--- src/hw/cpu_params.svh ---
// Core sizing and host map
`ifndef CPU_PARAMS_SVH
`define CPU_PARAMS_SVH

// Datapath width
`define CPU_XLEN         32

// Memory depths in words
`define CPU_IMEM_WORDS   256
`define CPU_DMEM_WORDS   256

// APB byte address width
`define CPU_APB_AW       12

// Register offsets
`define CPU_ADDR_CTRL    'h000
`define CPU_ADDR_STATUS  'h004
`define CPU_ADDR_RETIRED 'h008

// Program window write-only and data window read-only
`define CPU_IMEM_BASE    'h400
`define CPU_DMEM_BASE    'h800

`endif

--- src/hw/cpuPkg.sv ---
// Core shared types
`include "cpu_params.svh"

package cpuPkg;

    typedef logic [`CPU_XLEN-1:0] word;   // Data and address
    typedef logic [4:0] regIdx;            // Register number

    // Host request of 47 bits
    typedef struct packed {
        logic [`CPU_APB_AW-1:0] paddr;
        logic psel;
        logic penable;
        logic pwrite;
        word pwdata;
    } apbReq;

    // Host response of 34 bits
    typedef struct packed {
        word prdata;
        logic pready;
        logic pslverr;
    } apbRsp;

    typedef enum logic [3:0] {
        opAdd, opSub, opAnd, opOr, opXor,
        opSlt, opSll, opSrl, opSra, opPassB   // PassB for lui
    } aluOp;

    // Matches funct3[1:0] of loads and stores
    typedef enum logic [1:0] {memByte, memHalf, memWord} memSize;

    typedef enum logic [1:0] {wbAluResult, wbMemData, wbLinkPc} wbSel;

    // Decoded control for one instruction
    typedef struct packed {
        logic regWrite;
        logic memRead;
        logic memWrite;
        memSize memSize;
        logic memUnsigned;      // lbu, lhu
        logic aluSrcImm;        // B operand from imm
        aluOp aluOp;
        wbSel wbSel;
        logic branch;
        logic branchNe;         // bne, else beq
        logic jump;
        logic halt;             // ecall
        word imm;
    } ctrlSig;

endpackage

--- src/hw/decoder.sv ---
// Instruction decode
`timescale 1ns/10ps

module decoder (
    input  cpuPkg::word instr,
    output cpuPkg::ctrlSig ctrl
);

    localparam logic [6:0] OpReg    = 7'b0110011;
    localparam logic [6:0] OpImm    = 7'b0010011;
    localparam logic [6:0] OpLoad   = 7'b0000011;
    localparam logic [6:0] OpStore  = 7'b0100011;
    localparam logic [6:0] OpBranch = 7'b1100011;
    localparam logic [6:0] OpJal    = 7'b1101111;
    localparam logic [6:0] OpLui    = 7'b0110111;
    localparam logic [6:0] OpSystem = 7'b1110011;

    logic [6:0] opcode;
    logic [2:0] funct3;
    cpuPkg::word immI, immS, immB, immJ, immU;

    // funct3 plus bit 30 to ALU operation
    function automatic cpuPkg::aluOp pickOp(input logic [2:0] f3, input logic alt);
        case (f3)
            3'b000:  pickOp = alt ? cpuPkg::opSub : cpuPkg::opAdd;
            3'b001:  pickOp = cpuPkg::opSll;
            3'b010:  pickOp = cpuPkg::opSlt;
            3'b100:  pickOp = cpuPkg::opXor;
            3'b101:  pickOp = alt ? cpuPkg::opSra : cpuPkg::opSrl;
            3'b110:  pickOp = cpuPkg::opOr;
            3'b111:  pickOp = cpuPkg::opAnd;
            default: pickOp = cpuPkg::opAdd;   // sltu unsupported
        endcase
    endfunction

    assign opcode = instr[6:0];
    assign funct3 = instr[14:12];

    // I, S, B and J immediates sign extend from bit 31
    assign immI = {{20{instr[31]}}, instr[31:20]};
    assign immS = {{20{instr[31]}}, instr[31:25], instr[11:7]};
    assign immB = {{19{instr[31]}}, instr[31], instr[7], instr[30:25], instr[11:8], 1'b0};
    assign immJ = {{11{instr[31]}}, instr[31], instr[19:12], instr[20], instr[30:21], 1'b0};
    assign immU = {instr[31:12], 12'b0};

    always_comb begin
        ctrl = '0;     // No-op unless recognized
        ctrl.memSize = funct3[1] ? cpuPkg::memWord :
                       (funct3[0] ? cpuPkg::memHalf : cpuPkg::memByte);
        ctrl.memUnsigned = funct3[2];
        case (opcode)
            OpReg: begin
                ctrl.regWrite = 1'b1;
                ctrl.aluOp    = pickOp(funct3, instr[30]);
            end
            OpImm: begin
                ctrl.regWrite  = 1'b1;
                ctrl.aluSrcImm = 1'b1;
                ctrl.aluOp     = pickOp(funct3, instr[30] & (funct3 == 3'b101)); // Only srai
                ctrl.imm       = immI;
            end
            OpLoad: begin
                ctrl.regWrite  = 1'b1;
                ctrl.memRead   = 1'b1;
                ctrl.aluSrcImm = 1'b1;         // Address rs1 plus offset
                ctrl.wbSel     = cpuPkg::wbMemData;
                ctrl.imm       = immI;
            end
            OpStore: begin
                ctrl.memWrite  = 1'b1;
                ctrl.aluSrcImm = 1'b1;
                ctrl.imm       = immS;
            end
            OpBranch: begin
                ctrl.branch   = (funct3[2:1] == 2'b00);   // beq and bne only
                ctrl.branchNe = funct3[0];
                ctrl.aluOp    = cpuPkg::opSub;            // Compare via zero flag
                ctrl.imm      = immB;
            end
            OpJal: begin
                ctrl.regWrite = 1'b1;
                ctrl.jump     = 1'b1;
                ctrl.wbSel    = cpuPkg::wbLinkPc;
                ctrl.imm      = immJ;
            end
            OpLui: begin
                ctrl.regWrite  = 1'b1;
                ctrl.aluSrcImm = 1'b1;
                ctrl.aluOp     = cpuPkg::opPassB;
                ctrl.imm       = immU;
            end
            OpSystem: begin
                ctrl.halt = (instr[31:7] == '0);   // ecall only
            end
            default: begin
            end
        endcase
    end

endmodule

--- config.mk ---
export PLATFORM = sky130hd
export DESIGN_NAME = decoder
export DESIGN_NICKNAME = d
export VERILOG_FILES = /design/src/hw/cpuPkg.sv /design/src/hw/decoder.sv
export VERILOG_INCLUDE_DIRS = /design/src /design/src/hw
export SDC_FILE = /design/constraint.sdc
export NUM_CORES = 1
export LEC_CHECK = 0
export BUFFER_PORTS_ARGS = -buffer_cell sky130_fd_sc_hd__buf_2
export CELL_PAD_IN_SITES_DETAIL_PLACEMENT = 1
export CELL_PAD_IN_SITES_GLOBAL_PLACEMENT = 1
export CORE_MARGIN = 1.5
export CORE_UTILIZATION = 26
export DETAILED_ROUTE_END_ITERATION = 6
export GPL_TIMING_DRIVEN = 0
export PLACE_DENSITY = 0.94
export RECOVER_POWER = 100
export SLEW_MARGIN = 0
export SYNTH_ARGS = -nofsm -noshare
export SYNTH_HDL_FRONTEND = slang
export SYNTH_SLANG_ARGS = --single-unit
--- constraint.sdc ---
create_clock -name vclk -period 2.46
set_input_delay 0.246 -clock vclk [all_inputs]
set_output_delay 0.246 -clock vclk [all_outputs]
set_load 0.02 [all_outputs]
======== Word level (Yosys, flattened, before mapping) ========
Index checks and enable logic that the tools add are counted.
storage, ports and cells
  register bits after elaboration ......... 0
  bits of input ports ..................... 32
  output and inout port bits .............. 49
  logic and storage cells ................. 39
cells by class
  equal/unequal tests ..................... 14
  mux-type cells .......................... 18
  bitwise gates (word level) .............. 1
  reductions and logical operators ........ 6
operators by type and width
  kind                                                             count
  32-bit one-hot mux with 5 select lines                           1
  4-bit one-hot mux with 7 select lines                            2
  25-bit zero test                                                 1
  7-bit by 6-bit == test with 1-bit output, second input constant  3
  7-bit == test, second input constant                             3
  4-bit one-hot mux with 4 select lines                            1
  3-bit == test, second input constant                             4
  1-bit 2-to-1 mux                                                 9
  4-bit 2-to-1 mux                                                 2
  7-bit by 2-bit == test with 1-bit output, second input constant  1
  7-bit by 5-bit == test with 1-bit output, second input constant  1
  5-bit OR reduction                                               1
  2-bit 2-to-1 mux                                                 2
  2-bit one-hot mux with 2 select lines                            1
  4-bit OR reduction                                               1
  3-bit by 1-bit == test with 1-bit output, second input constant  1
  3-bit by 2-bit == test with 1-bit output, second input constant  1
  3-bit zero test                                                  1
  2-bit zero test                                                  1
  2-bit OR reduction                                               1
  1-bit bitwise AND                                                1

======== Longest topological paths before layout ========
  depth after elaboration ................. 5
  mapped depth ............................ 5
  mapped depth without buffers ............ 3

======== Worst setup path before layout ========
Ideal clock, no wire load.
  path type ............................... input -> output
  start point ............................. input instr[13]
  end point ............................... output ctrl[32] in the netlist's numbering
  arrival time ............................ 1,385 ps
  required time ........................... 2,214 ps
  setup slack ............................. 829 ps
  stages on the path ...................... 4
  buffers on the path ..................... 1
  cell sequence ........................... clkbuf_1 > nor3_1 > nand3_1 > nor3_1
RTL lines
  element             line          RTL
  start: declaration  decoder.sv:5  input cpuPkg::word instr,
  end: declaration    decoder.sv:6  output cpuPkg::ctrlSig ctrl

==> run metrics <==
Yosys top cell area share=8.000%; Antenna Cells=0; Min Hold Slack=753.4 ps; fraction of final layout cells with drive strength greater than 1=26.37%; Starting DRT DRC Count=27; RSZ-0062 raised after global routing=false; startpoint types=primary input; Die Area=3599 um2; Resize count post-CTS=0; Nets=235; count of warnings emitted by yosys=0; first-pass GRT wire length=5.237 mm; GR Overflow Total=0; Die Wd=60.00 um; total count of hold-check failures in the final report=0; Final Max Tran Viols=0; hold path start=instr[13]; final setup fails=0; All-Layer GR Usage=18.22%; sequential-to-total area share from yosys stat=0%; CTS Hold Bufs=0; Die Y=60.00 um; Req. time, crit path=2210 ps; switching share of power=61.71%; P&R area growth vs syn=46.07%; Min-Delay Path Class=primary input to output pin; Initial Utilization=27.44%; status=complete, no violations; IR drop worst, VDD=37.20 uV; Final Wtd Congestion=0.8352; vias per cell=5.171; Synth area leader=a21o_1; synthesized area=844.6 um2; Synth cell types=39; via count=1,267; Syn Nets=154; DP HPWL=2.927 mm; Worst EP arrival=1750 ps; Syn Area/Cell=6.923 um2; routed wire length=3.576 mm; most frequent cell after synthesis=nand3_1; largest cells by area after synthesis=a21o_1 (8.0%), o211ai_1 (7.1%), nand3_1 (6.5%); remaining antenna violation count=0; Setup WS post-layout=461.0 ps; Pint=0.05104 mW; Core ar.=3078 um2; final worst path period share=81.26%; routed len/inst=14.60 um; Worst slew margin=70.69%; drt pass-1 iters=4; max-cap viol count=0; Port Buffers=79; Reg area=0 um2; DRC=0; endpoint class of the critical path=output pin; dpl ws=690.6 ps; CLK BUF=0; Net Sw Power=0.08226 mW; largest net degree at the start of global routing=11; Syn Inst Count=122; setup TNS=0 ps; critical path class=primary input to output pin; PD cells=108.1 nW/um2; vias in the first global route=1,126; WHS Path Cells=2; Slew @ Worst Pin=439.7 ps; Seq pwr share=0%; Worst Hold Path EP=ctrl[45]; Combinational Power Share=100.0%; initial antenna violation count=0; crit-path max FO=10; sequential cell count=0; leakage=0.6150 nW; fill cell count=475; Fmax=500.3 MHz; Final min period=1999 ps; Ports=81; Clock power frac=0%; num rows=20; Post-synth top cells=nand3_1 (11), a21o_1 (9), buf_2 (8), o211ai_1 (8), nor3_1 (7); Post-CTS Setup Bufs=0
[cells in the final DEF, fill, tap and decap left out, drive strengths merged]
cell	netlist	routed
nor4b	2	2
nand2b	1	1
clkbuf	3	50
o211ai	8	8
a21oi	3	3
a2111oi	1	1
inv	5	5
nor3b	1	1
and4b	1	1
a21boi	6	6
nor2b	6	6
nor3	7	7
a221o	1	1
nand4	1	1
nor4	4	4
a22oi	2	2
o221ai	4	4
a21o	9	9
o21ai	3	3
buf	13	45
nand3	11	11
nor4bb	2	2
nand3b	1	1
and2	5	5
nand2	6	6
and4bb	2	2
nor2	5	5
and3	2	2
o211a	2	2
and3b	1	1
o2bb2ai	4	4
[worst max path at each step]
stage	from	endpoint	slack (ps)	depth (start not counted)
2_1_floorplan	instr[13]	ctrl[32]	830	4
3_3_place_gp	instr[2]	ctrl[40]	700	6
3_5_place_dp	instr[2]	ctrl[40]	690	6
4_1_cts	instr[2]	ctrl[40]	690	6
5_1_grt	instr[5]	ctrl[24]	330	7
6_report	instr[5]	ctrl[24]	460	7
[power by group through the flow]
stage	clock network (mW)	registers (mW)	logic, mW
after floorplan	0	0	0.0739
after global placement	0	0	0.133
after detailed placement	0	0	0.136
after CTS	0	0	0.137
after global routing	0	0	0.145
final	0	0	0.133
[layout make-up]
class,instances,area [um2],share of cell area (%)
Multi-Input combinational cell,101,730.7,59.23
Timing Repair Buffer,79,340.3,27.59
Buffer,16,88.84,7.201
Tap cell,44,55.05,4.462
Inverter,5,18.77,1.521
[cells by family after synthesis]
kind of cell / count (synthesis) / synth area share, %
simple gates: 58 / 44.30
buf+inv: 21 / 13.19
compound gates: 43 / 42.52
[critical path: stages]
cell and delay (ps):
buf_2 80, clkbuf_1 310, and4bb_1 240, buf_2 190
nand2_2 140, o221ai_1 260, clkbuf_1 280
[per-layer routing]
layer,vias to the layer above,GRT usage [%],wire (um)
met1,583,24.84,1651
met5,-,0,0
met2,52,31.99,1670
met4,0,2.540,38
li1,628,-,-
met3,4,1.082,216
[stage by stage]
step	util, %	instances	instance area, um2	power [mW]
5_1_grt	40.08	245	1234	0.1445
6_report	40.08	245	1234	0.1333
2_1_floorplan	-	122	844.6	0.07393
3_3_place_gp	42.07	245	1295	0.1332
4_1_cts	42.07	245	1295	0.1367
3_5_place_dp	42.07	245	1295	0.1363
Power figures use the tool's default switching activity.
