$ cat src/hw/cpu_params.svh
// Core sizing and host map
`ifndef CPU_PARAMS_SVH
`define CPU_PARAMS_SVH

// Datapath width
`define CPU_XLEN         32

// Memory depths in words
`define CPU_IMEM_WORDS   256
`define CPU_DMEM_WORDS   256

// APB byte address width
`define CPU_APB_AW       12

// Register offsets
`define CPU_ADDR_CTRL    'h000
`define CPU_ADDR_STATUS  'h004
`define CPU_ADDR_RETIRED 'h008

// Program window write-only and data window read-only
`define CPU_IMEM_BASE    'h400
`define CPU_DMEM_BASE    'h800

`endif

$ cat src/hw/cpuPkg.sv
// Core shared types
`include "cpu_params.svh"

package cpuPkg;

    typedef logic [`CPU_XLEN-1:0] word;   // Data and address
    typedef logic [4:0] regIdx;            // Register number

    // Host request of 47 bits
    typedef struct packed {
        logic [`CPU_APB_AW-1:0] paddr;
        logic psel;
        logic penable;
        logic pwrite;
        word pwdata;
    } apbReq;

    // Host response of 34 bits
    typedef struct packed {
        word prdata;
        logic pready;
        logic pslverr;
    } apbRsp;

    typedef enum logic [3:0] {
        opAdd, opSub, opAnd, opOr, opXor,
        opSlt, opSll, opSrl, opSra, opPassB   // PassB for lui
    } aluOp;

    // Matches funct3[1:0] of loads and stores
    typedef enum logic [1:0] {memByte, memHalf, memWord} memSize;

    typedef enum logic [1:0] {wbAluResult, wbMemData, wbLinkPc} wbSel;

    // Decoded control for one instruction
    typedef struct packed {
        logic regWrite;
        logic memRead;
        logic memWrite;
        memSize memSize;
        logic memUnsigned;      // lbu, lhu
        logic aluSrcImm;        // B operand from imm
        aluOp aluOp;
        wbSel wbSel;
        logic branch;
        logic branchNe;         // bne, else beq
        logic jump;
        logic halt;             // ecall
        word imm;
    } ctrlSig;

endpackage

$ cat src/hw/regFile.sv
// Integer register file
`timescale 1ns/10ps

module regFile (
    input  logic clock,
    input  logic arstN,
    input  logic we,
    input  cpuPkg::regIdx rs1,
    input  cpuPkg::regIdx rs2,
    input  cpuPkg::regIdx rd,
    input  cpuPkg::word wd,
    output cpuPkg::word rd1,
    output cpuPkg::word rd2
);

    cpuPkg::word regs [32];

    // Asynchronous read ports
    assign rd1 = regs[rs1];
    assign rd2 = regs[rs2];

    always_ff @(posedge clock or negedge arstN) begin
        if (!arstN) begin
            for (int i = 0; i < 32; i++) begin
                regs[i] <= '0;
            end
        end else if (we && rd != '0) begin   // x0 write dropped
            regs[rd] <= wd;
        end
    end

    // x0 stays zero across every write-back
    assert property (@(posedge clock) disable iff (!arstN) regs[0] == '0);

endmodule

$ cat config.mk
export PLATFORM = sky130hd
export DESIGN_NAME = regFile
export DESIGN_NICKNAME = d
export VERILOG_FILES = /design/src/hw/cpuPkg.sv /design/src/hw/regFile.sv
export VERILOG_INCLUDE_DIRS = /design/src /design/src/hw
export SDC_FILE = /design/constraint.sdc
export NUM_CORES = 2
export LEC_CHECK = 0
export BUFFER_PORTS_ARGS = -buffer_cell sky130_fd_sc_hd__buf_4
export CAP_MARGIN = 40
export CORE_MARGIN = 2
export CORE_UTILIZATION = 46
export CTS_CLUSTER_SIZE = 25
export DETAILED_ROUTE_END_ITERATION = 7
export SKIP_LAST_GASP = 1
export SYNTH_ARGS = -nofsm -noshare
export SYNTH_HDL_FRONTEND = slang
export SYNTH_SLANG_ARGS = --single-unit
$ cat constraint.sdc
create_clock -name clock -period 1.3 [get_ports clock]
set_input_delay 0 -clock clock [delete_from_list [all_inputs] [get_ports clock]]
set_output_delay 0 -clock clock [all_outputs]
set_load 0.05 [all_outputs]
# Word-level counts from Yosys, hierarchy flattened
# Cells that the tools add are included.
totals:
  register_bits: 1024
  latch_bits: 0
  mem_bits_rw: 0
  mem_bits_ro: 0
  output_inout_bits: 64
  n_memories: 0
op_classes:
  addsub: 0
  n_mul: 0
  div: 0
  n_lt_le_gt_ge: 4
  n_eq_ne: 0
  n_shift: 0
  mux: 9
  bitwise_logic: 3
  n_reduce_logical: 3
ops:
  columns: ["op", "count"]
  rows:
  - ["$bwmux W1024", 1]
  - ["$bmux W32 S5", 2]
  - ["$demux W32 S5", 1]
  - ["$mux W32", 5]
  - ["$ge A6 B6 Y1 const B", 3]
  - ["$not A5 Y6", 3]
  - ["$lt A6 B1 Y1 const B", 1]
  - ["$reduce_bool A5 Y1", 1]
  - ["$logic_and A1 B1 Y1", 2]

# Logic depth before layout (Yosys ltp)
depth:
  ltp_word: 6
  mapped_depth: 8
  ltp_nobuf: 5

# Worst setup path after synthesis
# Ideal clock, no wire load.
synth_timing:
  path_kind: "input to output"
  from: "input rs1[1]"
  to: "output rd1[23]"
  t_arrival_ps: 1519
  slack_ps: -219
  cell_stages: 7
  n_path_buf: 3
  path_cell_list: "buf_2 -> buf_2 -> buf_2 -> mux2i_1 -> a22oi_1 -> a31oi_1 -> nand3_1"
synth_between:
  elab_chain_cells: 4
synth_lines:
  columns: ["element", "line", "source"]
  rows:
  - ["from (decl)", "regFile.sv:8", "input cpuPkg::regIdx rs1,"]
  - ["$not A5 Y6 (not written as such)", "regFile.sv:19", "assign rd1 = regs[rs1];"]
  - ["$bmux W32 S5", "regFile.sv:19", null]
  - ["$mux W32 (not written as such) (2 in a row)", "regFile.sv:19", null]
  - ["to (decl)", "regFile.sv:12", "output cpuPkg::word rd1,"]
# Every way passes these cells. The select of a mux whose other input is x is not followed.

# Worst setup path after layout
layout_timing:
  from: "register regs[816] (netlist bit)"
  to: "output rd1[16]"
layout_between:
  elab_chain_cells: 3
layout_lines:
  columns: ["element", "line", "source"]
  rows:
  - ["from (decl)", "regFile.sv:16", "cpuPkg::word regs [32];"]
  - ["from (signal, indexed assignment)", "regFile.sv:28", "regs[rd] <= wd;"]
  - ["$bmux W32 S5", "regFile.sv:19", null]
  - ["$mux W32 (not written as such) (2 in a row)", "regFile.sv:19", null]
# Every way passes these cells. The select of a mux whose other input is x is not followed.

==> flow_summary_export.csv <==
group,metric,value,unit
critical_path,max_stage_delay,0.40,ns
drt,drc,0,
placed_design,place.detailed.hpwl,117000,um
synthesis,synth_area,0.0555,mm^2
placed_design,dp.cells,6386,
layout,top_register,"regs",
sta,min_period_over_period,163,%
placed_design,gp_congestion,0.839,
floorplan,pin_count,114,
clock_network,clkTransAtPathRegs,0.06,ns
clock_network,clock_sinks,1024,
placed_design,place_ws,-0.470,ns
clock_network,clockRootBuffer,"clkbuf_16",
sta,fmax,472,MHz
sta,finalHoldViolCount,0,
outcome,status,"complete, but fails checks",
critical_path,endpoint_kind,"primary output",
sta,slew_headroom,41.9,%
drt,drtAntennaViolNets,0,
layout,drive_above_1_share,40.6,%
sta,finalSetupViolCount,72,
job,cap_violations,0,
global_route,use_met1,41.5,%
synthesis,syn-num-nets,4656,
drt,vias_per_cell,6.05,
drt,wl_per_cell,27.3,um
sta,fin_tns_setup,-46.96,ns
critical_path,worstPathCellList,"mux2i_1 > a22o_1 > nor3_2 > a31oi_2 > nand3_4 > buf_8",
drt,num_vias,40100,
power,cellLeakagePower,32.5,nW
critical_path,critPathLaunchType,"flip-flop",
global_route,grt_pass1_wl,272000,um
floorplan,num_rows,127,
layout,final_cells,6622,
placed_design,place_area,0.0637,mm^2
synthesis,yosys-top-cells-area,"dfrtp_1, mux2_2, mux2i_1, a22oi_1, a22o_1",
clock_network,h-tree-depth,3,
outcome,violations,"setup timing",
global_route,grt_pass1_vias,41400,
sta,rsz0062_at_grt,"true",
clock_network,cts_tree,"built",
placed_design,io_buffer_count,113,
critical_path,critPathBufInv,1,
critical_path,crit_family,"compound AO/OA/AOI/OAI gates",
global_route,grtUsageMet3,4.26,%
synthesis,syn_inst,4606,
layout,final_util,57.6,%
critical_path,worstSetupPathType,"reg -> out",
floorplan,initial_utilization,46.3,%
floorplan,die_area,0.123,mm^2
clock_network,clk_path_buf_depth,3,
synthesis,async_flop_share,100,%
power,switching_share,29.1,%
layout,multiInputGateArea,0.0297,mm^2
global_route,use_met2,47.3,%
floorplan,fp.dieW,351,um
critical_path,worstPathMaxFanout,3,
synthesis,yosysSeqAreaShare,46.2,%
floorplan,fp.coreArea,0.120,mm^2
drt,routed_wl,181000,um
synthesis,synth_top_area_share,46.2,%
drt,drt_iter0_drc,2920,
sta,post-route-min-period,2.12,ns
global_route,grt_max_degree,85,
sta,drv_slew,0,
layout,n_fill_cell,9991,
sta,layout_setup_ws,-0.817,ns
synthesis,yosysWarningCount,0,
sta,fin_skew,0,ns
global_route,grt_busiest_layer,"met2",
power,intPower,0.0698,W
drt,first_pass_iters,5,
synthesis,avgSynthCellArea,12.1,um^2
synthesis,synth_cell_types,27,
sta,tightest_slew,0.868,ns
layout,synthToLayoutAreaGrowth,24.4,%
power,p_comb_share,22.0,%
critical_path,arrival,2.12,ns
power,powerDensity,1430,mW/mm^2
layout,regArea,0.0256,mm^2
power,pwr-share-clk,34.7,%
power,power.switching,0.0286,W
global_route,track_usage,29.4,%
power,power_frac_seq,43.3,%
layout,largest_reg_flops,1024,
synthesis,synth_edf_count,0,
layout,stdcell_area,0.0691,mm^2
layout,largestRegisters,"regs (1024)",
floorplan,die_y,351,um
power,ir_drop,0.00112,V
clock_network,clk_latency,0.70,ns
hold_path,holdCritPathClass,"in -> async",
global_route,antenna_found_initial,3,
critical_path,crit_required,1.30,ns
synthesis,ys.flop_type,"dfrtp_1",
layout,nNetsFinal,4962,
critical_path,slowest_stage,"dfrtp_1",
clock_network,numCtsBuffers,114,
synthesis,yosys.area.top_type,"dfrtp_1",
synthesis,yosys_register_bits,1024,
global_route,overflow,0,
==> cells in the mapped netlist (16+ instances only) <==
master,instances
a21oi_1,192
a22o_1,128
a22oi_1,192
a31oi_1,64
buf_1,24
buf_2,181
buf_4,46
clkbuf_1,225
dfrtp_1,1024
mux2_2,991
mux2i_1,1024
nand2_1,211
nand3_1,193
nor2_1,16
nor3_1,65
==> worst reg2reg max path, stage by stage, from the launching register on <==
cell and delay (ns):
dfrtp_1 0.40, buf_4 0.14, buf_4 0.11, mux2_2 0.26
==> layout make-up <==
class | instances | area share, %
multi-input cells | 3105 | 43.0
flip-flops and latches | 1024 | 37.1
repair buffers | 667 | 11.2
clock buffers | 163 | 4.81
clock inverters | 49 | 0.933
diodes | 2 | 0.00725
well taps | 1612 | 2.92
==> cells by family (layout without fill, tap and decap cells) <==
kind of cell           count (synthesis)  in the layout  synth area share [%]
and+or+nand+nor                      513            513                  4.23
AOI/OAI and AO/OA                    576            576                  7.07
DFF                                 1024           1024                  46.2
other                                  0              2                     0
buffers and inverters                477            879                  3.95
muxes                               2016           2016                  38.6
==> timing repair <==
item,4_1_cts,5_1_grt
hold buffers,35,1
pin swaps,79,91
gates resized for setup,164,67
setup endpoints to repair,64,72
endpoints found under the hold margin,2016,8
buffers inserted,4,8
==> stage by stage <==
step                hold WS [ns]  power [W]
finish                    0.0433     0.0984
floorplan                 -0.296     0.0566
CTS                       0.0305     0.0986
detailed placement       -0.0812     0.0636
global route              0.0478      0.103
global placement         -0.0762     0.0630
==> power groups by stage <==
stage | Sequential, W | Clock [W] | Combinational [W]
2_1_floorplan | 0.0416 | 0 | 0.0149
4_1_cts | 0.0424 | 0.0348 | 0.0214
3_3_place_gp | 0.0427 | 0 | 0.0202
6_report | 0.0426 | 0.0341 | 0.0217
3_5_place_dp | 0.0430 | 0 | 0.0206
5_1_grt | 0.0434 | 0.0361 | 0.0234
==> layer usage <==
layer | vias up | part of all wire (%)
met5 | - | 0.0077
met4 | 2 | 2.7
met3 | 297 | 5.5
met2 | 1109 | 47
met1 | 21000 | 45
li1 | 17600 | -
==> cell usage in the layout, fill, tap and decap left out, types with 2 or more instances in the layout <==
master	netlist	routed
inv_6	0	4
nand2_4	0	4
a22o_1	128	128
nand2b_2	0	4
clkinv_2	0	25
bufinv_16	0	14
buf_4	46	388
nor3_1	65	6
nor3b_4	0	2
clkinv_8	0	2
nor3_4	0	18
buf_8	0	44
diode_2	0	2
a21oi_1	192	192
dlygate4sd3_1	0	35
clkbuf_16	0	115
nor3_2	0	41
nand3_4	0	64
mux2i_1	1024	1024
a31oi_1	64	12
nand2_2	0	13
and2_4	0	2
clkbuf_1	225	22
nor2_4	0	15
a31oi_2	0	25
a22oi_1	192	192
nand3_1	193	129
buf_12	0	179
clkbuf_8	0	26
clkinvlp_4	0	3
dfrtp_1	1024	1024
mux2_2	991	991
nor2b_4	0	4
nor3b_1	3	3
or2_2	2	2
nand2_1	211	194
and3b_1	2	2
nand3b_1	5	5
a31oi_4	0	27
buf_6	0	21
==> final timing paths <==
| kind | end | depth (start not counted) | start | slack, ns |
|---|---|---|---|---|
| setup reg to reg | regs[953] | 3 | regs[953] | 0.27 |
| max in group asynchronous | regs[441] | 3 | arstN | -0.04 |
| hold reg to reg | regs[1004] | 0 | regs[1004] | 0.40 |
| hold / removal | regs[168] | 3 | arstN | 0.04 |
| min in group clock | regs[923] | 6 | rd[3] | 0.08 |
| setup / recovery | rd1[16] | 6 | regs[816] | -0.82 |
(Power assumes the default switching activity.)
