## src/hw/cpu_params.svh

```systemverilog
// Core sizing and host map
`ifndef CPU_PARAMS_SVH
`define CPU_PARAMS_SVH

// Datapath width
`define CPU_XLEN         32

// Memory depths in words
`define CPU_IMEM_WORDS   256
`define CPU_DMEM_WORDS   256

// APB byte address width
`define CPU_APB_AW       12

// Register offsets
`define CPU_ADDR_CTRL    'h000
`define CPU_ADDR_STATUS  'h004
`define CPU_ADDR_RETIRED 'h008

// Program window write-only and data window read-only
`define CPU_IMEM_BASE    'h400
`define CPU_DMEM_BASE    'h800

`endif

```

## src/hw/cpuPkg.sv

```systemverilog
// Core shared types
`include "cpu_params.svh"

package cpuPkg;

    typedef logic [`CPU_XLEN-1:0] word;   // Data and address
    typedef logic [4:0] regIdx;            // Register number

    // Host request of 47 bits
    typedef struct packed {
        logic [`CPU_APB_AW-1:0] paddr;
        logic psel;
        logic penable;
        logic pwrite;
        word pwdata;
    } apbReq;

    // Host response of 34 bits
    typedef struct packed {
        word prdata;
        logic pready;
        logic pslverr;
    } apbRsp;

    typedef enum logic [3:0] {
        opAdd, opSub, opAnd, opOr, opXor,
        opSlt, opSll, opSrl, opSra, opPassB   // PassB for lui
    } aluOp;

    // Matches funct3[1:0] of loads and stores
    typedef enum logic [1:0] {memByte, memHalf, memWord} memSize;

    typedef enum logic [1:0] {wbAluResult, wbMemData, wbLinkPc} wbSel;

    // Decoded control for one instruction
    typedef struct packed {
        logic regWrite;
        logic memRead;
        logic memWrite;
        memSize memSize;
        logic memUnsigned;      // lbu, lhu
        logic aluSrcImm;        // B operand from imm
        aluOp aluOp;
        wbSel wbSel;
        logic branch;
        logic branchNe;         // bne, else beq
        logic jump;
        logic halt;             // ecall
        word imm;
    } ctrlSig;

endpackage

```

## src/hw/alu.sv

```systemverilog
// Integer ALU
`timescale 1ns/10ps

module alu (
    input  cpuPkg::aluOp op,
    input  cpuPkg::word a,
    input  cpuPkg::word b,
    output cpuPkg::word result,
    output logic zero
);

    logic [4:0] shamt;

    assign shamt = b[4:0];   // Low five bits only

    always_comb begin
        case (op)
            cpuPkg::opAdd:   result = a + b;
            cpuPkg::opSub:   result = a - b;
            cpuPkg::opAnd:   result = a & b;
            cpuPkg::opOr:    result = a | b;
            cpuPkg::opXor:   result = a ^ b;
            cpuPkg::opSlt:   result = {31'b0, $signed(a) < $signed(b)};   // Signed compare
            cpuPkg::opSll:   result = a << shamt;
            cpuPkg::opSrl:   result = a >> shamt;
            cpuPkg::opSra:   result = $signed(a) >>> shamt;
            cpuPkg::opPassB: result = b;
            default:         result = '0;
        endcase
    end

    // Branch equality test
    assign zero = (result == '0);

endmodule

```

## config.mk

```make
export PLATFORM = sky130hd
export DESIGN_NAME = alu
export DESIGN_NICKNAME = d
export VERILOG_FILES = /design/src/hw/cpuPkg.sv /design/src/hw/alu.sv
export VERILOG_INCLUDE_DIRS = /design/src /design/src/hw
export SDC_FILE = /design/constraint.sdc
export NUM_CORES = 1
export LEC_CHECK = 0
export BUFFER_PORTS_ARGS = -buffer_cell sky130_fd_sc_hd__buf_2
export CAP_MARGIN = 20
export CORE_MARGIN = 2
export CORE_UTILIZATION = 30
export DETAILED_ROUTE_END_ITERATION = 12
export PLACE_DENSITY_LB_ADDON = 0.2
export SKIP_LAST_GASP = 1
export SYNTH_ARGS = -nofsm -noshare
export SYNTH_HDL_FRONTEND = slang
export SYNTH_SLANG_ARGS = --single-unit
```

## constraint.sdc

```tcl
create_clock -name vclk -period 7.7
set_clock_uncertainty 0.15 [all_clocks]
set_input_delay 0.77 -clock vclk [all_inputs]
set_output_delay 0.77 -clock vclk [all_outputs]
set_load 0.01 [all_outputs]
```

# == Word level (Yosys, flattened, before mapping) ==
# Cells that the tools add are included.
# word_totals
reg_bits,0
input_bits,68
out_inout_bits,33
elab_cells,21
# classes
n_addsub,2
order_cmp,1
eq_ne,9
shifts,3
mux,1
bitwise,3
n_reduce_logical,2
# op_table
op,count
32-bit case mux with 10 select lines,1
32-bit adder,1
32-bit bitwise AND,1
32-bit zero test,1
32-bit < comparator,1
32-bit OR,1
32-bit by 5-bit left shift with 32-bit output,1
32-bit by 5-bit >> shifter with 32-bit output,1
32-bit by 5-bit >>> shifter with 32-bit output,1
32-bit subtractor,1
32-bit XOR,1
4-bit by 3-bit equality test with 1-bit output (second input constant),4
4-bit by 2-bit equality test with 1-bit output (second input constant),2
4-bit equality test (second input constant),2
4-bit by 1-bit equality test with 1-bit output (second input constant),1
4-bit zero test,1

# == Logic depth before layout (Yosys ltp) ==
# Gate-level depths: netlist of the first run.
# depth
ltp_word,3
depth_mapped,18
depth_no_buf,14

# == Worst setup path after synthesis of the first run ==
# OpenSTA, ideal clock, no wires.
# synth_timing
kind,input to output
startpoint,in b[2]
endpoint,out zero
t_arrival_ns,5.657
path_slack_ns,1.123
cell_stages,18
path_cell_list,clkbuf_1 -> inv_1 -> clkbuf_1 -> clkbuf_1 -> buf_1 -> clkbuf_1 -> ha_1 -> o21bai_1 -> o211ai_1 -> a21oi_1 -> a311o_1 -> a2111oi_0 -> o2111ai_1 -> a21oi_1 -> nand4_1 -> or4_1 -> or4_1 -> nor4b_2
# synth_between
elab_chain_cells,3
word_cells_on_any_way,11
classes_between,2 x add/sub; 1 x order compare; 3 x shift; 1 x mux; 3 x bitwise; 1 x reduce/logical
# synth_lines
item,line_no,text
"start, declared",alu.sv:7,"input cpuPkg::word b,"
"32-bit subtractor, or another cell as far along",alu.sv:19,cpuPkg::opSub: result = a - b;
32-bit case mux with 10 select lines (*),alu.sv:17,case (op)
32-bit zero test (*),alu.sv:33,assign zero = (result == '0);
"end, declared",alu.sv:9,output logic zero
# Every way passes the cells marked *; elsewhere a longest branch is shown, timed or not.

# == Worst setup path after layout of the first run ==
# layout_timing
startpoint,in b[0]
endpoint,out zero
# Same word-level chain as after synthesis.

==> results.md, run 1 <==
- Status: complete, no violations
- Routed Wire Length: 55700 um
- CP required: 6.78 ns
- Fin. max-slew vios: 0
- First-pass GRT wire length: 82500 um
- Rel. slew slack: 35.8%
- Fin crit period: 6.67 ns
- Final setup margin: 1.03 ns
- Initial DRC count: 1750
- Std-Cell Rows: 67
- Die Height: 187 um
- Reg area: 0 um2
- Placer Congestion: 0.987
- Hold wc startpoint: b[12]
- Final critical-path share of the clock period: 86.6%
- Fillers: 3649
- # setup viols final: 0
- Antenna cells: 0
- Pwr Total: 843 uW
- Synth area leader: ha_1
- Top-Level Pins: 101
- Total Neg Setup Slack: 0 ns
- Post-layout nets: 1604
- Post-Syn Area: 10100 um2
- Largest net degree at the start of global routing: 74
- Worst Hold Endpoint: result[12]
- Unrepaired setup endpoints after global routing: false
- Min Hold Slack: 1.81 ns
- WL/cell: 29.6 um
- Mapped Nets: 1576
- Arrival time at the worst endpoint: 5.75 ns
- Cells after Synth: 1407
- Starting density of the core: 30.2%
- Port Buffer Count: 101
- Fmax achieved: 150 MHz
- Setup crit start kind: input port
- Antenna-violating nets left: 0
- Largest cells by area after synthesis: ha_1, mux4_2, a21oi_1, mux2i_1, nand2_1
- Core area: 33300 um2
- Syn_area_per_cell: 7.15 um2
- Sequential share of the synthesized area: 0%
- Initial antenna violation count: 1
- Synth cell count leaders: nand2_1, a21oi_1, nor2_1
- Yosys cell types: 91
- Area grow syn2layout: 8.72%
- Most common cell in the synthesized netlist: nand2_1
- Share of cells above drive strength 1: 17.5%
- HP Class: input port to output port
- Syn. warnings: 0
- Worst-Margin Slew: 0.961 ns
- Post-DP HPWL: 43200 um
- All-Layer GR Usage: 30.7%
- Residual DRC: 0
- Critical path class: input port to output port
- Final Util: 32.9%
- Crit-path max FO: 55
- Leakage dissipation: 4.53 nW
- Detailed-route via count: 12631
- Final Hold Viols: 0
- Max rail drop VDD: 0.0000366 V
- Setup bufs post-CTS: 0
- Max Cap Viol: 0
- Vias/cell: 6.72
- Vias in the first global route: 11933
- Pre-CTS WS: 1.12 ns
- Die width: 187 um
- Die area: 35000 um2
- # hold bufs at CTS: 0
- Power Density: 77.1 nW/um2
- Hold Path Depth: 4
- Grt total ovfl: 0
- Top-area cell type share of the netlist area: 12.3%
- Clock buffer cells: 0
- Post-CTS sizing: 0
- Seq Cell Count: 0
- Setup crit end kind: output port
- Drt pass-1 iters: 6
routing by layer:
layer / up-vias / wire length [um] / global-route usage (%)
met5: - / 0 / 0
met1: 6205 / 23700 / 42.0
li1: 5512 / - / -
met2: 761 / 24600 / 49.0
met4: 0 / 2750 / 12.5
met3: 153 / 4650 / 3.45
cells in the final DEF (no fill, tap or decap), types with 13 or more instances in the layout:
master | Yosys | final
nand2_1 | 127 | 127
a21oi_1 | 109 | 109
nor2_1 | 105 | 105
inv_1 | 104 | 103
buf_2 | 8 | 100
ha_1 | 99 | 99
o21ai_0 | 70 | 70
mux4_2 | 55 | 55
mux2i_1 | 49 | 49
buf_4 | 5 | 38
nand3_1 | 34 | 34
nor3_1 | 33 | 32
o211ai_1 | 29 | 29
a211oi_1 | 25 | 25
nand4_1 | 24 | 24
a221oi_1 | 23 | 23
a31oi_1 | 22 | 22
o22ai_1 | 18 | 18
mux2_2 | 18 | 18
o31ai_1 | 18 | 18
nor2b_1 | 16 | 16
or3_1 | 16 | 16
a21o_1 | 16 | 16
nor4_1 | 17 | 16
nand2b_1 | 14 | 14
a22oi_1 | 13 | 13
worst max path at each step:
stage | slack, ns | from | to | depth (start not counted)
finish | 1.03 | b[0] | zero | 14
global placement | 1.15 | b[0] | zero | 14
CTS | 1.10 | b[0] | zero | 14
detailed placement | 1.12 | b[0] | zero | 14
global route | 0.74 | b[0] | zero | 15
floorplan | 1.12 | b[2] | zero | 18
area by class of cell:
| cell class | count | area (um2) | share of cell area [%] |
|---|---|---|---|
| multi-input combinational | 1188 | 9180 | 83.9 |
| timing repair buffer | 139 | 806 | 7.37 |
| inverter | 106 | 398 | 3.64 |
| tap | 448 | 561 | 5.12 |
kinds of logic (layout without fill, tap and decap cells):
kind of cell | after synthesis | count (layout) | synth area share (%)
compound gates | 506 | 506 | 35.4
simple gates | 455 | 455 | 23.1
buf+inv | 219 | 245 | 9.15
fa+ha+maj | 101 | 101 | 12.7
mux | 125 | 125 | 19.6
xor+xnor | 1 | 1 | 0.0870
stage by stage:
step / std cells / area (um2)
detailed placement: 1881 / 10900
global route: 1881 / 10900
floorplan: 1407 / 10100
global placement: 1881 / 10900
finish: 1881 / 10900
CTS: 1881 / 10900
worst max-delay path: stages:
cell and delay [ns]:
buf_4 0.63, buf_4 0.37, mux4_2 0.60, inv_1 0.11, o211a_1 0.17, a21oi_1 0.12
a2111oi_1 0.81, buf_4 0.24, nand4b_1 0.15, or3_1 0.41, or4_1 0.46, or4_1 0.44
nor4b_2 0.25, buf_2 0.16
power breakdown:
part	switching, mW	internal (mW)	total, mW
clock network	0	0	0
registers	0	0	0
logic	0.552	0.291	0.843
Power figures use the tool's default switching activity.
==> inputs of run 2 (changes only) <==
--- a/config.mk
+++ b/config.mk
@@ -9,7 +9,7 @@
 export BUFFER_PORTS_ARGS = -buffer_cell sky130_fd_sc_hd__buf_2
 export CAP_MARGIN = 20
 export CORE_MARGIN = 2
-export CORE_UTILIZATION = 30
+export CORE_UTILIZATION = 40
 export DETAILED_ROUTE_END_ITERATION = 12
 export PLACE_DENSITY_LB_ADDON = 0.2
 export SKIP_LAST_GASP = 1
==> constraint.sdc (replaced) <==
create_clock -name vclk -period 6.1
set_clock_uncertainty 0.15 [all_clocks]
set_input_delay 0.61 -clock vclk [all_inputs]
set_output_delay 0.61 -clock vclk [all_outputs]
set_load 0.01 [all_outputs]
==> run 2 against run 1 <==
Against the previous run:
- utilization grew 13 points
- design area grew 3.9%
- highest routed layer is now met5
- global-route usage grew 9.0 points
- combinational power grew 32%
- via count grew 4.3%
- routed wire length shrank 3.1%
- sequential cell count is the same
- cell count shrank 2.6%
- sequential share of layout area is the same
- total power grew 32%
==> results.md, run 2 (synthesis results as in run 1) <==
- Reg area: 0 um2 (unchanged)
- Setup crit start kind: input port
- Final setup margin: 0.234 ns (-0.798 ns)
- Top-Level Pins: 101 (unchanged)
- Port Buffer Count: 101 (unchanged)
- Sequential power share: 0% (unchanged)
- Arrival time at the worst endpoint: 5.11 ns (-0.64 ns)
- Routed Wire Length: 53900 um (-3.1%)
- Setup crit end kind: output port
- Worst Hold Endpoint: result[12]
- # setup viols final: 0 (unchanged)
- Hold Path Depth: 4 (unchanged)
- Internal power: 407 uW (+40%)
- WL/cell: 29.4 um (-0.58%)
- Sw Share: 63.4% (-2.1 points)
- Pre-CTS WS: 0.194 ns (-0.922 ns)
- Fin. max-slew vios: 0 (unchanged)
- Vias in the first global route: 12124 (+1.6%)
- Setup bufs post-CTS: 0 (unchanged)
- Largest stage delay on the critical path: 0.56 ns (-0.25 ns)
- Hold wc startpoint: b[12]
- Initial DRC count: 2233 (+28%)
- First-pass GRT wire length: 79900 um (-3.1%)
- Placer Congestion: 1.13 (+15%)
- Grt total ovfl: 0 (unchanged)
- Post-CTS sizing: 0 (unchanged)
- Rel. slew slack: 40.1% (+4.3 points)
- All-Layer GR Usage: 39.7% (+9.0 points)
- Drt pass-1 iters: 6 (unchanged)
- Std-Cell Rows: 58 (-13%)
- Die Height: 163 um (-13%)
- Area grow syn2layout: 13.0%
- Fmax achieved: 170 MHz
- Antenna cells: 0 (unchanged)
- Total Neg Setup Slack: 0 ns (unchanged)
- Residual DRC: 0 (unchanged)
- Pwr Total: 1.11 mW (+32%)
- Post-DP HPWL: 42100 um (-2.5%)
- Seq Cell Count: 0 (unchanged)
- Detailed-route via count: 13178 (+4.3%)
- Core area: 25000 um2 (-25%)
- Net Switching: 705 uW (+28%)
- Antenna-violating nets left: 0 (unchanged)
- Fillers: 2660 (-27%)
- Cell Chain, Critical Path: buf_4 > buf_12 > buf_4 > nor2b_1 > mux2i_1 > a2bb2oi_1 > nand3_1 > a211oi_2 > o211ai_1 > a21boi_0 > nand4_1 > or4_1 > or4_1 > nor4b_2 > buf_2
- Final Hold Viols: 0 (unchanged)
- Critical path class: input port to output port
- HP Class: input port to output port
- Clock power share: 0% (unchanged)
- Worst-Margin Slew: 0.890 ns (-0.0708 ns)
- Vias/cell: 7.19 (+7.1%)
- Max Cap Viol: 0 (unchanged)
- Initial antenna violation count: 2 (+1)
- Final critical-path share of the clock period: 96.2%
- Most frequent cells in the layout: nand2_1, a21oi_1, nor2_1, inv_1, buf_4
- Die area: 26400 um2 (-25%)
- Leakage dissipation: 4.89 nW (+7.9%)
- Slowest CP cell: or4_1
- # hold bufs at CTS: 0 (unchanged)
- Status: complete, no violations
- Post-layout nets: 1674 (+4.4%)
- Crit-path max FO: 41 (-25%)
- Clock buffer cells: 0 (unchanged)
- Largest net degree at the start of global routing: 65 (-12%)
- Commonest non-fill, non-tap cell in the layout: nand2_1
- Unrepaired setup endpoints after global routing: false
- Comb pwr share: 100.0% (about the same)
- Power Density: 97.8 nW/um2 (+27%)
- CP required: 5.34 ns (-1.44 ns)
- Fin crit period: 5.87 ns
- Share of cells above drive strength 1: 21.4% (+3.8 points)
- Area of the multi-input gates: 9180 um2 (about the same)
- Starting density of the core: 40.3% (+10 points)
- Die width: 163 um (-13%)
- Max rail drop VDD: 0.0000512 V (+40%)
-- run 2: per-layer routing --
metal  up-vias  track usage, %  wire [um]
li1       5654               -          -
met2      1026            61.8      23400
met4         2            17.0       3020
met3       191            6.21       6240
met1      6305            54.3      21300
met5         -               0         10
-- run 2: power groups by stage --
stage | registers [mW] | logic, mW | clock network [mW]
after global routing | 0 | 1.17 | 0
after floorplan | 0 | 0.658 | 0
after detailed placement | 0 | 1.06 | 0
after CTS | 0 | 1.07 | 0
final | 0 | 1.11 | 0
after global placement | 0 | 1.07 | 0
-- run 2: worst max-delay path by stage --
| stage | start | to | slack (ns) | cells past startpoint |
|---|---|---|---|---|
| 2_1_floorplan | b[2] | zero | 0.11 | 18 |
| 3_3_place_gp | b[0] | zero | 0.26 | 14 |
| 5_1_grt | a[3] | zero | 0.003 | 16 |
| 4_1_cts | b[0] | zero | 0.17 | 14 |
| 6_report | b[0] | zero | 0.23 | 15 |
| 3_5_place_dp | b[0] | zero | 0.19 | 14 |
-- run 2: layout make-up --
cell class | instances | area share [%]
timing repair buffer | 209 | 12.1
multi-input combinational | 1188 | 80.7
tap | 330 | 3.63
inverter | 106 | 3.50
-- run 2: critical path, delay by kind of cell --
family                 cells  cell delay, ns
AO/OA/AOI/OAI              4            1.35
AND/OR/NAND/NOR            6            1.81
buffers and inverters      4            0.95
multiplexers               1            0.34
-- run 2: metrics by stage --
step	instances	cell area, um2	hold WS, ns	utilization, %
floorplan	1407	10100	1.25	-
global placement	1832	11400	1.51	45.5
detailed placement	1833	11400	1.51	45.5
CTS	1833	11400	1.52	45.5
global route	1833	11400	1.54	45.6
finish	1833	11400	1.53	45.6
